$ cat src/ahb_pkg.sv
////////////////////////////////////////////////////////////////////////////
// Shared AHB-Lite types and address map. Single master, word accesses only
////////////////////////////////////////////////////////////////////////////
`default_nettype none

package ahb_pkg;

    // Transfer type as driven by the master on htrans
    typedef enum logic [1:0] {
        IDLE   = 2'b00,
        BUSY   = 2'b01,
        NONSEQ = 2'b10,
        SEQ    = 2'b11
    } htrans_t;

    typedef enum logic {
        OKAY  = 1'b0,
        ERROR = 1'b1
    } hresp_t;

    // Satellite that owns the current data phase
    typedef enum logic {
        SEL_DEFAULT = 1'b0,
        SEL_UART    = 1'b1
    } sel_t;

    localparam logic [31:0] UART_BASE = 32'h2002_0000;
    localparam logic [31:0] UART_SPAN = 32'd16;  // Window size in bytes

    // Word offsets inside the UART window
    localparam logic [3:0] UART_TXDATA  = 4'h0;
    localparam logic [3:0] UART_STATUS  = 4'h4;  // Bit 0 is busy
    localparam logic [3:0] UART_BAUDDIV = 4'h8;  // Clocks per bit
    localparam logic [3:0] UART_SCRATCH = 4'hC;

    localparam logic [15:0] UART_DIV_RESET = 16'd4;
    localparam int UART_FRAME_BITS = 10;  // Start, 8 data, stop

endpackage

`default_nettype wire

$ cat src/ahb_multiplexor.sv
////////////////////////////////////////////////////////////////////////////
// Two satellites only. Anything outside the UART window goes to the
// default slave, and so does every IDLE cycle
////////////////////////////////////////////////////////////////////////////
`timescale 1ns/10ps
`default_nettype none

module ahb_multiplexor
    import ahb_pkg::*;
(
    input  logic        clk,
    input  logic        nrst,
    input  logic [31:0] haddr,
    input  htrans_t     htrans,
    input  logic [31:0] hrdata_def,
    input  logic        hreadyout_def,
    input  hresp_t      hresp_def,
    input  logic [31:0] hrdata_uart,
    input  logic        hreadyout_uart,
    input  hresp_t      hresp_uart,
    output logic        hsel_def,
    output logic        hsel_uart,
    output logic [31:0] hrdata,
    output logic        hready,
    output hresp_t      hresp
);

    sel_t sel_d;  // Selection for the current address phase
    sel_t sel_q;  // Selection owning the data phase
    logic in_uart;

    // Address window check, upper bound exclusive
    assign in_uart = (haddr >= UART_BASE) && (haddr < (UART_BASE + UART_SPAN));

    always_comb begin
        if (htrans != IDLE && in_uart) begin
            sel_d = SEL_UART;
        end else begin
            sel_d = SEL_DEFAULT;
        end
    end

    assign hsel_uart = (sel_d == SEL_UART);
    assign hsel_def  = (sel_d == SEL_DEFAULT);

    // Selection advances only when the previous data phase is done
    always_ff @(posedge clk) begin
        if (!nrst) begin
            sel_q <= SEL_DEFAULT;
        end else if (hready) begin
            sel_q <= sel_d;
        end
    end

    // Response steering from the data-phase owner
    always_comb begin
        case (sel_q)
            SEL_UART: begin
                hrdata = hrdata_uart;
                hready = hreadyout_uart;
                hresp  = hresp_uart;
            end
            default: begin
                hrdata = hrdata_def;
                hready = hreadyout_def;
                hresp  = hresp_def;
            end
        endcase
    end

    // Exactly one satellite sees each address phase
    a_sel_onehot: assert property (
        @(posedge clk) disable iff (!nrst)
        $onehot({hsel_def, hsel_uart})
    ) else $error("Both or neither satellite selected");

endmodule

`default_nettype wire

$ cat src/ahb_default_slave.sv
////////////////////////////////////////////////////////////////////////////
// Answers every real transfer with the two-cycle ERROR response
////////////////////////////////////////////////////////////////////////////
`timescale 1ns/10ps
`default_nettype none

module ahb_default_slave
    import ahb_pkg::*;
(
    input  logic        clk,
    input  logic        nrst,
    input  logic        hsel,
    input  htrans_t     htrans,
    input  logic        hready_in,
    output logic        hreadyout,
    output hresp_t      hresp,
    output logic [31:0] hrdata
);

    typedef enum logic [1:0] {
        ST_IDLE,
        ST_ERR1,  // First error cycle, wait state
        ST_ERR2   // Second error cycle, transfer ends
    } state_t;

    state_t state_q, state_d;
    logic   capture;

    // Real transfer addressed to us
    assign capture = hsel && hready_in && (htrans == NONSEQ || htrans == SEQ);

    always_comb begin
        state_d = state_q;
        case (state_q)
            ST_ERR1: state_d = ST_ERR2;
            default: state_d = capture ? ST_ERR1 : ST_IDLE;  // IDLE and ERR2
        endcase
    end

    always_ff @(posedge clk) begin
        if (!nrst) begin
            state_q <= ST_IDLE;
        end else begin
            state_q <= state_d;
        end
    end

    assign hreadyout = (state_q != ST_ERR1);
    assign hresp     = (state_q == ST_IDLE) ? OKAY : ERROR;
    assign hrdata    = '0;

    a_err_seq: assert property (
        @(posedge clk) disable iff (!nrst)
        (hresp == ERROR && hreadyout) |-> $past(hresp == ERROR && !hreadyout)
    ) else $error("ERROR completed without its wait cycle");

endmodule

`default_nettype wire

$ cat src/uart_tx_slave.sv
////////////////////////////////////////////////////////////////////////////
// 8N1 transmitter. BAUDDIV must be nonzero and stay unchanged during a frame
////////////////////////////////////////////////////////////////////////////
`timescale 1ns/10ps
`default_nettype none

module uart_tx_slave
    import ahb_pkg::*;
(
    input  logic        clk,
    input  logic        nrst,
    input  logic        hsel,
    input  logic [3:0]  haddr,
    input  htrans_t     htrans,
    input  logic        hwrite,
    input  logic [31:0] hwdata,
    input  logic        hready_in,
    output logic [31:0] hrdata,
    output logic        hreadyout,
    output hresp_t      hresp,
    output logic        uart_tx
);

    typedef enum logic [1:0] {
        TX_IDLE,
        TX_START,
        TX_DATA,
        TX_STOP
    } tx_state_t;

    // Registered address phase
    logic       act_q;
    logic       wr_q;
    logic [3:0] addr_q;

    // Registers
    logic [15:0] baud_div_q;
    logic [31:0] scratch_q;
    logic [7:0]  tx_byte_q;  // Last byte sent

    tx_state_t   tx_state_q;
    logic [15:0] baud_cnt_q;
    logic [2:0]  bit_cnt_q;
    logic [7:0]  shift_q;

    logic busy, bit_done, wr_en, tx_load;

    assign busy     = (tx_state_q != TX_IDLE);
    assign bit_done = (baud_cnt_q == baud_div_q - 16'd1);

    // Stall a TXDATA write until the current frame is out
    assign hreadyout = !(act_q && wr_q && addr_q == UART_TXDATA && busy);
    assign hresp     = OKAY;
    assign wr_en     = act_q && wr_q && hreadyout;
    assign tx_load   = wr_en && (addr_q == UART_TXDATA);

    always_ff @(posedge clk) begin
        if (!nrst) begin
            act_q <= 1'b0;
        end else if (hready_in) begin
            act_q <= hsel && (htrans == NONSEQ || htrans == SEQ);
        end
    end

    always_ff @(posedge clk) begin
        if (hready_in) begin
            wr_q   <= hwrite;
            addr_q <= haddr;
        end
    end

    always_ff @(posedge clk) begin
        if (!nrst) begin
            baud_div_q <= UART_DIV_RESET;
            scratch_q  <= '0;
        end else if (wr_en) begin
            if (addr_q == UART_BAUDDIV) baud_div_q <= hwdata[15:0];
            if (addr_q == UART_SCRATCH) scratch_q <= hwdata;
        end
    end

    // Read mux, zero for writes and unaligned offsets
    always_comb begin
        hrdata = '0;
        if (act_q && !wr_q) begin
            case (addr_q)
                UART_TXDATA:  hrdata = {24'd0, tx_byte_q};
                UART_STATUS:  hrdata = {31'd0, busy};
                UART_BAUDDIV: hrdata = {16'd0, baud_div_q};
                UART_SCRATCH: hrdata = scratch_q;
                default:      hrdata = '0;
            endcase
        end
    end

    // Transmit FSM, each bit held for baud_div_q clocks
    always_ff @(posedge clk) begin
        if (!nrst) begin
            tx_state_q <= TX_IDLE;
            baud_cnt_q <= '0;
            bit_cnt_q  <= '0;
            tx_byte_q  <= '0;
        end else begin
            case (tx_state_q)
                TX_IDLE: begin
                    if (tx_load) begin
                        tx_state_q <= TX_START;
                        baud_cnt_q <= '0;
                        tx_byte_q  <= hwdata[7:0];
                    end
                end
                TX_START: begin
                    baud_cnt_q <= bit_done ? '0 : baud_cnt_q + 16'd1;
                    if (bit_done) begin
                        tx_state_q <= TX_DATA;
                        bit_cnt_q  <= '0;
                    end
                end
                TX_DATA: begin
                    baud_cnt_q <= bit_done ? '0 : baud_cnt_q + 16'd1;
                    if (bit_done) begin
                        bit_cnt_q <= bit_cnt_q + 3'd1;
                        if (bit_cnt_q == 3'd7) tx_state_q <= TX_STOP;
                    end
                end
                default: begin  // Stop bit
                    baud_cnt_q <= bit_done ? '0 : baud_cnt_q + 16'd1;
                    if (bit_done) tx_state_q <= TX_IDLE;
                end
            endcase
        end
    end

    // LSB first shifter
    always_ff @(posedge clk) begin
        if (tx_load) begin
            shift_q <= hwdata[7:0];
        end else if (tx_state_q == TX_DATA && bit_done) begin
            shift_q <= {1'b0, shift_q[7:1]};
        end
    end

    assign uart_tx = (tx_state_q == TX_START) ? 1'b0 :
                     (tx_state_q == TX_DATA)  ? shift_q[0] : 1'b1;

    a_stall_busy: assert property (
        @(posedge clk) disable iff (!nrst)
        !hreadyout |-> busy
    ) else $error("Wait state with idle transmitter");

    // A released write always launches the next frame
    a_stall_release: assert property (
        @(posedge clk) disable iff (!nrst)
        $rose(hreadyout) |=> (tx_state_q == TX_START)
    ) else $error("Stalled TXDATA write did not start a frame");

endmodule

`default_nettype wire

$ cat src/ahb_subsystem_top.sv
////////////////////////////////////////////////////////////////////////////
// Single-master AHB-Lite subsystem, UART at 0x2002_0000, error elsewhere
////////////////////////////////////////////////////////////////////////////
`timescale 1ns/10ps
`default_nettype none

module ahb_subsystem_top
    import ahb_pkg::*;
(
    input  logic        clk,
    input  logic        nrst,
    input  logic [31:0] haddr,
    input  htrans_t     htrans,
    input  logic        hwrite,
    input  logic [31:0] hwdata,
    output logic [31:0] hrdata,
    output logic        hready,
    output hresp_t      hresp,
    output logic        uart_tx
);

    logic        hsel_def, hsel_uart;
    logic [31:0] hrdata_def, hrdata_uart;
    logic        hreadyout_def, hreadyout_uart;
    hresp_t      hresp_def, hresp_uart;

    ahb_multiplexor u_mux (
        .clk            (clk),
        .nrst           (nrst),
        .haddr          (haddr),
        .htrans         (htrans),
        .hrdata_def     (hrdata_def),
        .hreadyout_def  (hreadyout_def),
        .hresp_def      (hresp_def),
        .hrdata_uart    (hrdata_uart),
        .hreadyout_uart (hreadyout_uart),
        .hresp_uart     (hresp_uart),
        .hsel_def       (hsel_def),
        .hsel_uart      (hsel_uart),
        .hrdata         (hrdata),
        .hready         (hready),
        .hresp          (hresp)
    );

    ahb_default_slave u_def (
        .clk       (clk),
        .nrst      (nrst),
        .hsel      (hsel_def),
        .htrans    (htrans),
        .hready_in (hready),
        .hreadyout (hreadyout_def),
        .hresp     (hresp_def),
        .hrdata    (hrdata_def)
    );

    // Only the word offset inside the window reaches the UART
    uart_tx_slave u_uart (
        .clk       (clk),
        .nrst      (nrst),
        .hsel      (hsel_uart),
        .haddr     (haddr[3:0]),
        .htrans    (htrans),
        .hwrite    (hwrite),
        .hwdata    (hwdata),
        .hready_in (hready),
        .hrdata    (hrdata_uart),
        .hreadyout (hreadyout_uart),
        .hresp     (hresp_uart),
        .uart_tx   (uart_tx)
    );

endmodule

`default_nettype wire

$ cat config.mk
export PLATFORM = sky130hd
export DESIGN_NAME = ahb_subsystem_top
export DESIGN_NICKNAME = d
export VERILOG_FILES = /design/src/ahb_pkg.sv /design/src/ahb_multiplexor.sv /design/src/ahb_default_slave.sv /design/src/uart_tx_slave.sv /design/src/ahb_subsystem_top.sv
export SDC_FILE = /design/constraint.sdc
export NUM_CORES = 1
export LEC_CHECK = 0
export ABC_CLOCK_PERIOD_IN_PS = 7250
export CAP_MARGIN = 0
export CELL_PAD_IN_SITES_DETAIL_PLACEMENT = 1
export CELL_PAD_IN_SITES_GLOBAL_PLACEMENT = 2
export CORE_MARGIN = 1.5
export CORE_UTILIZATION = 30
export DETAILED_ROUTE_END_ITERATION = 8
export DONT_BUFFER_PORTS = 1
export HOLD_SLACK_MARGIN = 0.05
export PLACE_DENSITY = 0.77
export SYNTH_ARGS = -nofsm -noshare
export SYNTH_HDL_FRONTEND = slang
export SYNTH_HIERARCHICAL = 1
export SYNTH_SLANG_ARGS = --single-unit
$ cat constraint.sdc
create_clock -name clk -period 7.25 [get_ports clk]
set_input_delay 0.725 -clock clk [delete_from_list [all_inputs] [get_ports clk]]
set_output_delay 0.725 -clock clk [all_outputs]
set_load 0.03 [all_outputs]
==> out/results.tsv <==
stage	metric	value	unit
logic_synthesis	Avg Inst Size Synth	8.104	sq um
worst_setup_path	Critical Path RT	7270	ps
clocking	Post-CTS Hold Buffers	0	
clocking	Reg clk slew, reported paths	70	ps
worst_setup_path	CP top delay family	simple AND/OR/NAND/NOR gates	
logic_synthesis	Seq/Total Area, Yosys	36.89	%
sta	Final Max Slew Viols	0	
route	Avg WL per Cell	17.68	um
pwr	combinational power share	8.6	%
global_routing	vias in the first global route	4694	
die	initial core utilization	30.47	%
layout	# fillers	2191	
worst_setup_path	crit-path cells	inv_1 > ha_1 > or4b_2 > nor4_1 > mux2i_1 > a32oi_1 > nand4_2 > nor3_4 > nand2_2 > nand2_1	
route	vias	4505	
clocking	Root Driver	clkbuf_16	
route	number of remaining DRC errors	0	
worst_setup_path	CP max-delay cell	or4b_2	
sta	Fin Setup TNS	0	ps
sta	period utilisation layout	50.02	%
worst_setup_path	WS Path Type	reg2reg	
pwr	Internal	826.0	uW
pwr	total power	1.116	mW
die	chip height	137.8	um
sta	unrepaired setup endpoints after global routing	no	
clocking	CTS sink count	94	
worst_setup_path	Critical Path Start Type	flip-flop	
logic_synthesis	Post-synth EDFFs	13	
die	row count	49	
logic_synthesis	Synth Flop Type	dfxtp_1	
sta	final setup fails	0	
layout	fin area	5796	sq um
pwr	switching fraction of total power	26.02	%
clocking	post-CTS setup buffer count	0	
run_status	outcome	completed	
die	I/O pin count	104	
run	number of max-cap violations	0	
clocking	clk_lat worst skew	350	ps
sta	Slew HR	15.33	%
sta	worst-margin pin slew	1260	ps
placement	post-DP HPWL	11310	um
placement	PortBufs	0	
clocking	H-tree depth	3	
sta	Final Skew	4.839	ps
global_routing	GRT Util Overall	16.97	%
route	router iterations before antenna repair	5	
logic_synthesis	Cells after Synth	673	
worst_setup_path	Crit path buffers/inverters	1	
clocking	CTS resizes	0	
route	post-route ant nets	0	
sta	final count of hold timing violations	0	
logic_synthesis	post-synthesis cell area	5454	sq um
logic_synthesis	post-synthesis cell type count	72	
die	die area	19000	sq um
clocking	CTS Buf Count	9	
pwr	Cell Pwr Density	192.6	nW/um^2
pwr	sequential share of power	48.5	%
placement	DP Area	5493	sq um
clocking	CTS max path bufs	2	
pwr	Leakage	1.993	nW
global_routing	largest net degree at the start of global routing	60	
layout	Layout Area Growth over Synthesis	6.263	%
route	post-DR vias/cell	5.114	
sta	fmax	275.8	MHz
layout	n_diodes	0	
global_routing	global-route wire length before repair	24450	um
pwr	peak supply drop	107.0	uV
route	DRT iter0 DRCs	194	
clocking	CTS tree	yes	
die	Chip Width	137.8	um
layout	final net count	723	
worst_setup_path	Arr. time, crit path	3650	ps
layout	layout cells sized above 1	13.65	%
logic_synthesis	YS warnings	6	
logic_synthesis	Yosys reg bits	94	
worst_setup_path	critical path capture point type	flip-flop	
logic_synthesis	Post-synth ARST share	0	%
min_path	HP Class	reg2reg	
route	Detailed Route WL	15580	um
placement	gp weighted congestion	0.8905	
die	Core Area	17900	sq um
worst_setup_path	CP max FO	9	
global_routing	initial antenna violation count	0	
global_routing	grt ovf	0	
worst_setup_path	slowest cell delay on critical path	700	ps
sta	Final min period	3626	ps
pwr	Clk network pwr share	42.9	%
pwr	Switch Pwr	290.5	uW
==> synthesized netlist by cell type (4+ instances only) <==
cell / n / area, sq um
nand2_1: 145 / 544.3
dfxtp_1: 81 / 1622
a21oi_1: 64 / 320.3
nor2_1: 46 / 172.7
mux2_2: 34 / 382.9
buf_4: 33 / 247.7
clkbuf_1: 33 / 123.9
and2_1: 17 / 106.4
nand3_1: 17 / 85.08
inv_1: 16 / 60.06
edfxtp_1: 13 / 390.4
xnor2_1: 13 / 113.9
xor2_1: 13 / 113.9
nor3_1: 9 / 45.04
o21ai_0: 9 / 45.04
a22oi_1: 8 / 60.06
nand4_1: 8 / 50.05
a222oi_1: 7 / 70.07
ha_1: 7 / 87.58
nor4_1: 7 / 43.79
or3_1: 7 / 43.79
or2_2: 6 / 37.54
buf_2: 5 / 25.02
a21o_1: 4 / 30.03
and3_1: 4 / 25.02
nor4_2: 4 / 50.05
==> metal layers <==
| metal | vias up | wire [um] | GRT usage (%) |
|---|---|---|---|
| met5 | - | 0 | 0 |
| met4 | 0 | 167 | 4.803 |
| met3 | 12 | 879 | 4.305 |
| met2 | 102 | 7768 | 29.42 |
| met1 | 2195 | 6760 | 20.75 |
| li1 | 2196 | - | - |
==> metrics by stage <==
| stage | worst slack (ps) | hold WS, ps | utilization, % | cells |
|---|---|---|---|---|
| 3_3_place_gp | 3755 | 437.8 | 30.68 | 865 |
| 4_1_cts | 3607 | 435.4 | 32.37 | 881 |
| 2_1_floorplan | 3981 | 431.7 | - | 704 |
| 5_1_grt | 3410 | 441.5 | 32.37 | 881 |
| 6_report | 3624 | 450.8 | 32.37 | 881 |
| 3_5_place_dp | 3623 | 445.3 | 30.68 | 865 |
==> tightest hold or removal path, cell delays in order, from the launching register on <==
cell and delay (ps):
dfxtp_1 310, nand2_1 50, a21oi_1 50
==> layout by cell type (no fill, tap or decap), types with 5 or more instances in the layout <==
cell	count
nand2_1	145
dfxtp_1	80
a21oi_1	64
nor2_1	45
mux2_2	34
conb_1	33
and2_1	17
nand3_1	17
inv_1	16
xor2_1	13
xnor2_1	13
edfxtp_1	13
clkbuf_16	10
o21ai_0	9
nor3_1	9
nand4_1	8
a22oi_1	8
a222oi_1	7
or3_1	7
ha_1	7
nor4_1	6
or2_2	6
nor4_2	5
buf_4	5
==> state kept, by name, indices dropped and copies added (netlist names) <==
register	count
u_def/state_q	2
u_uart/tx_byte_q	8
u_uart/act_q	1
u_uart/baud_cnt_q	16
u_uart/addr_q	4
u_uart/bit_cnt_q	3
u_uart/shift_q	8
u_uart/scratch_q	32
u_uart/baud_div_q	16
u_uart/tx_state_q	2
u_uart/wr_q	1
u_mux/sel_q	1
==> kinds of logic after synthesis <==
logic type / Yosys count / synth area share (%)
other: 2 / 0.1377
AO/OA/AOI/OAI: 123 / 14.77
adder cells (fa/ha/maj): 7 / 1.606
AND/OR/NAND/NOR: 294 / 26.24
XOR/XNOR: 26 / 4.175
multiplexers: 36 / 7.387
flip-flops: 94 / 36.89
buffers and inverters: 91 / 8.786
==> power groups by stage <==
stage               sequential (mW)  combinational (mW)  clock (mW)
floorplan                     0.549              0.0931           0
global placement              0.553              0.0956           0
detailed placement            0.553              0.0966           0
CTS                           0.541              0.0972       0.495
global route                  0.542               0.105       0.513
finish                        0.541              0.0961       0.479
==> cell type report <==
type                       instances  area, sq um  share of cell area, %
tap                              229        286.5                  4.944
sequential                        94         2013                  34.74
clock buffer                      11        264.0                  4.555
multi-input combinational        519         3088                  53.28
inverter                          18        67.56                  1.166
clock inverter                     5        38.79                 0.6693
timing repair buffer               5        37.54                 0.6477
==> final timing paths <==
| kind | depth (start not counted) | end | slack [ps] | startpoint |
|---|---|---|---|---|
| worst max-delay path | 10 | u_uart/shift_q[0]$_DFFE_PP_ | 3620 | u_uart/baud_div_q[0]$_SDFFE_PN0P_ |
| worst min-delay path | 2 | u_uart/scratch_q[16]$_SDFFE_PN0P_ | 450 | u_uart/scratch_q[16]$_SDFFE_PN0P_ |
| worst max register to register | 10 | u_uart/shift_q[0]$_DFFE_PP_ | 3620 | u_uart/baud_div_q[0]$_SDFFE_PN0P_ |
| worst min register to register | 2 | u_uart/scratch_q[16]$_SDFFE_PN0P_ | 450 | u_uart/scratch_q[16]$_SDFFE_PN0P_ |
(Power assumes the default switching activity.)
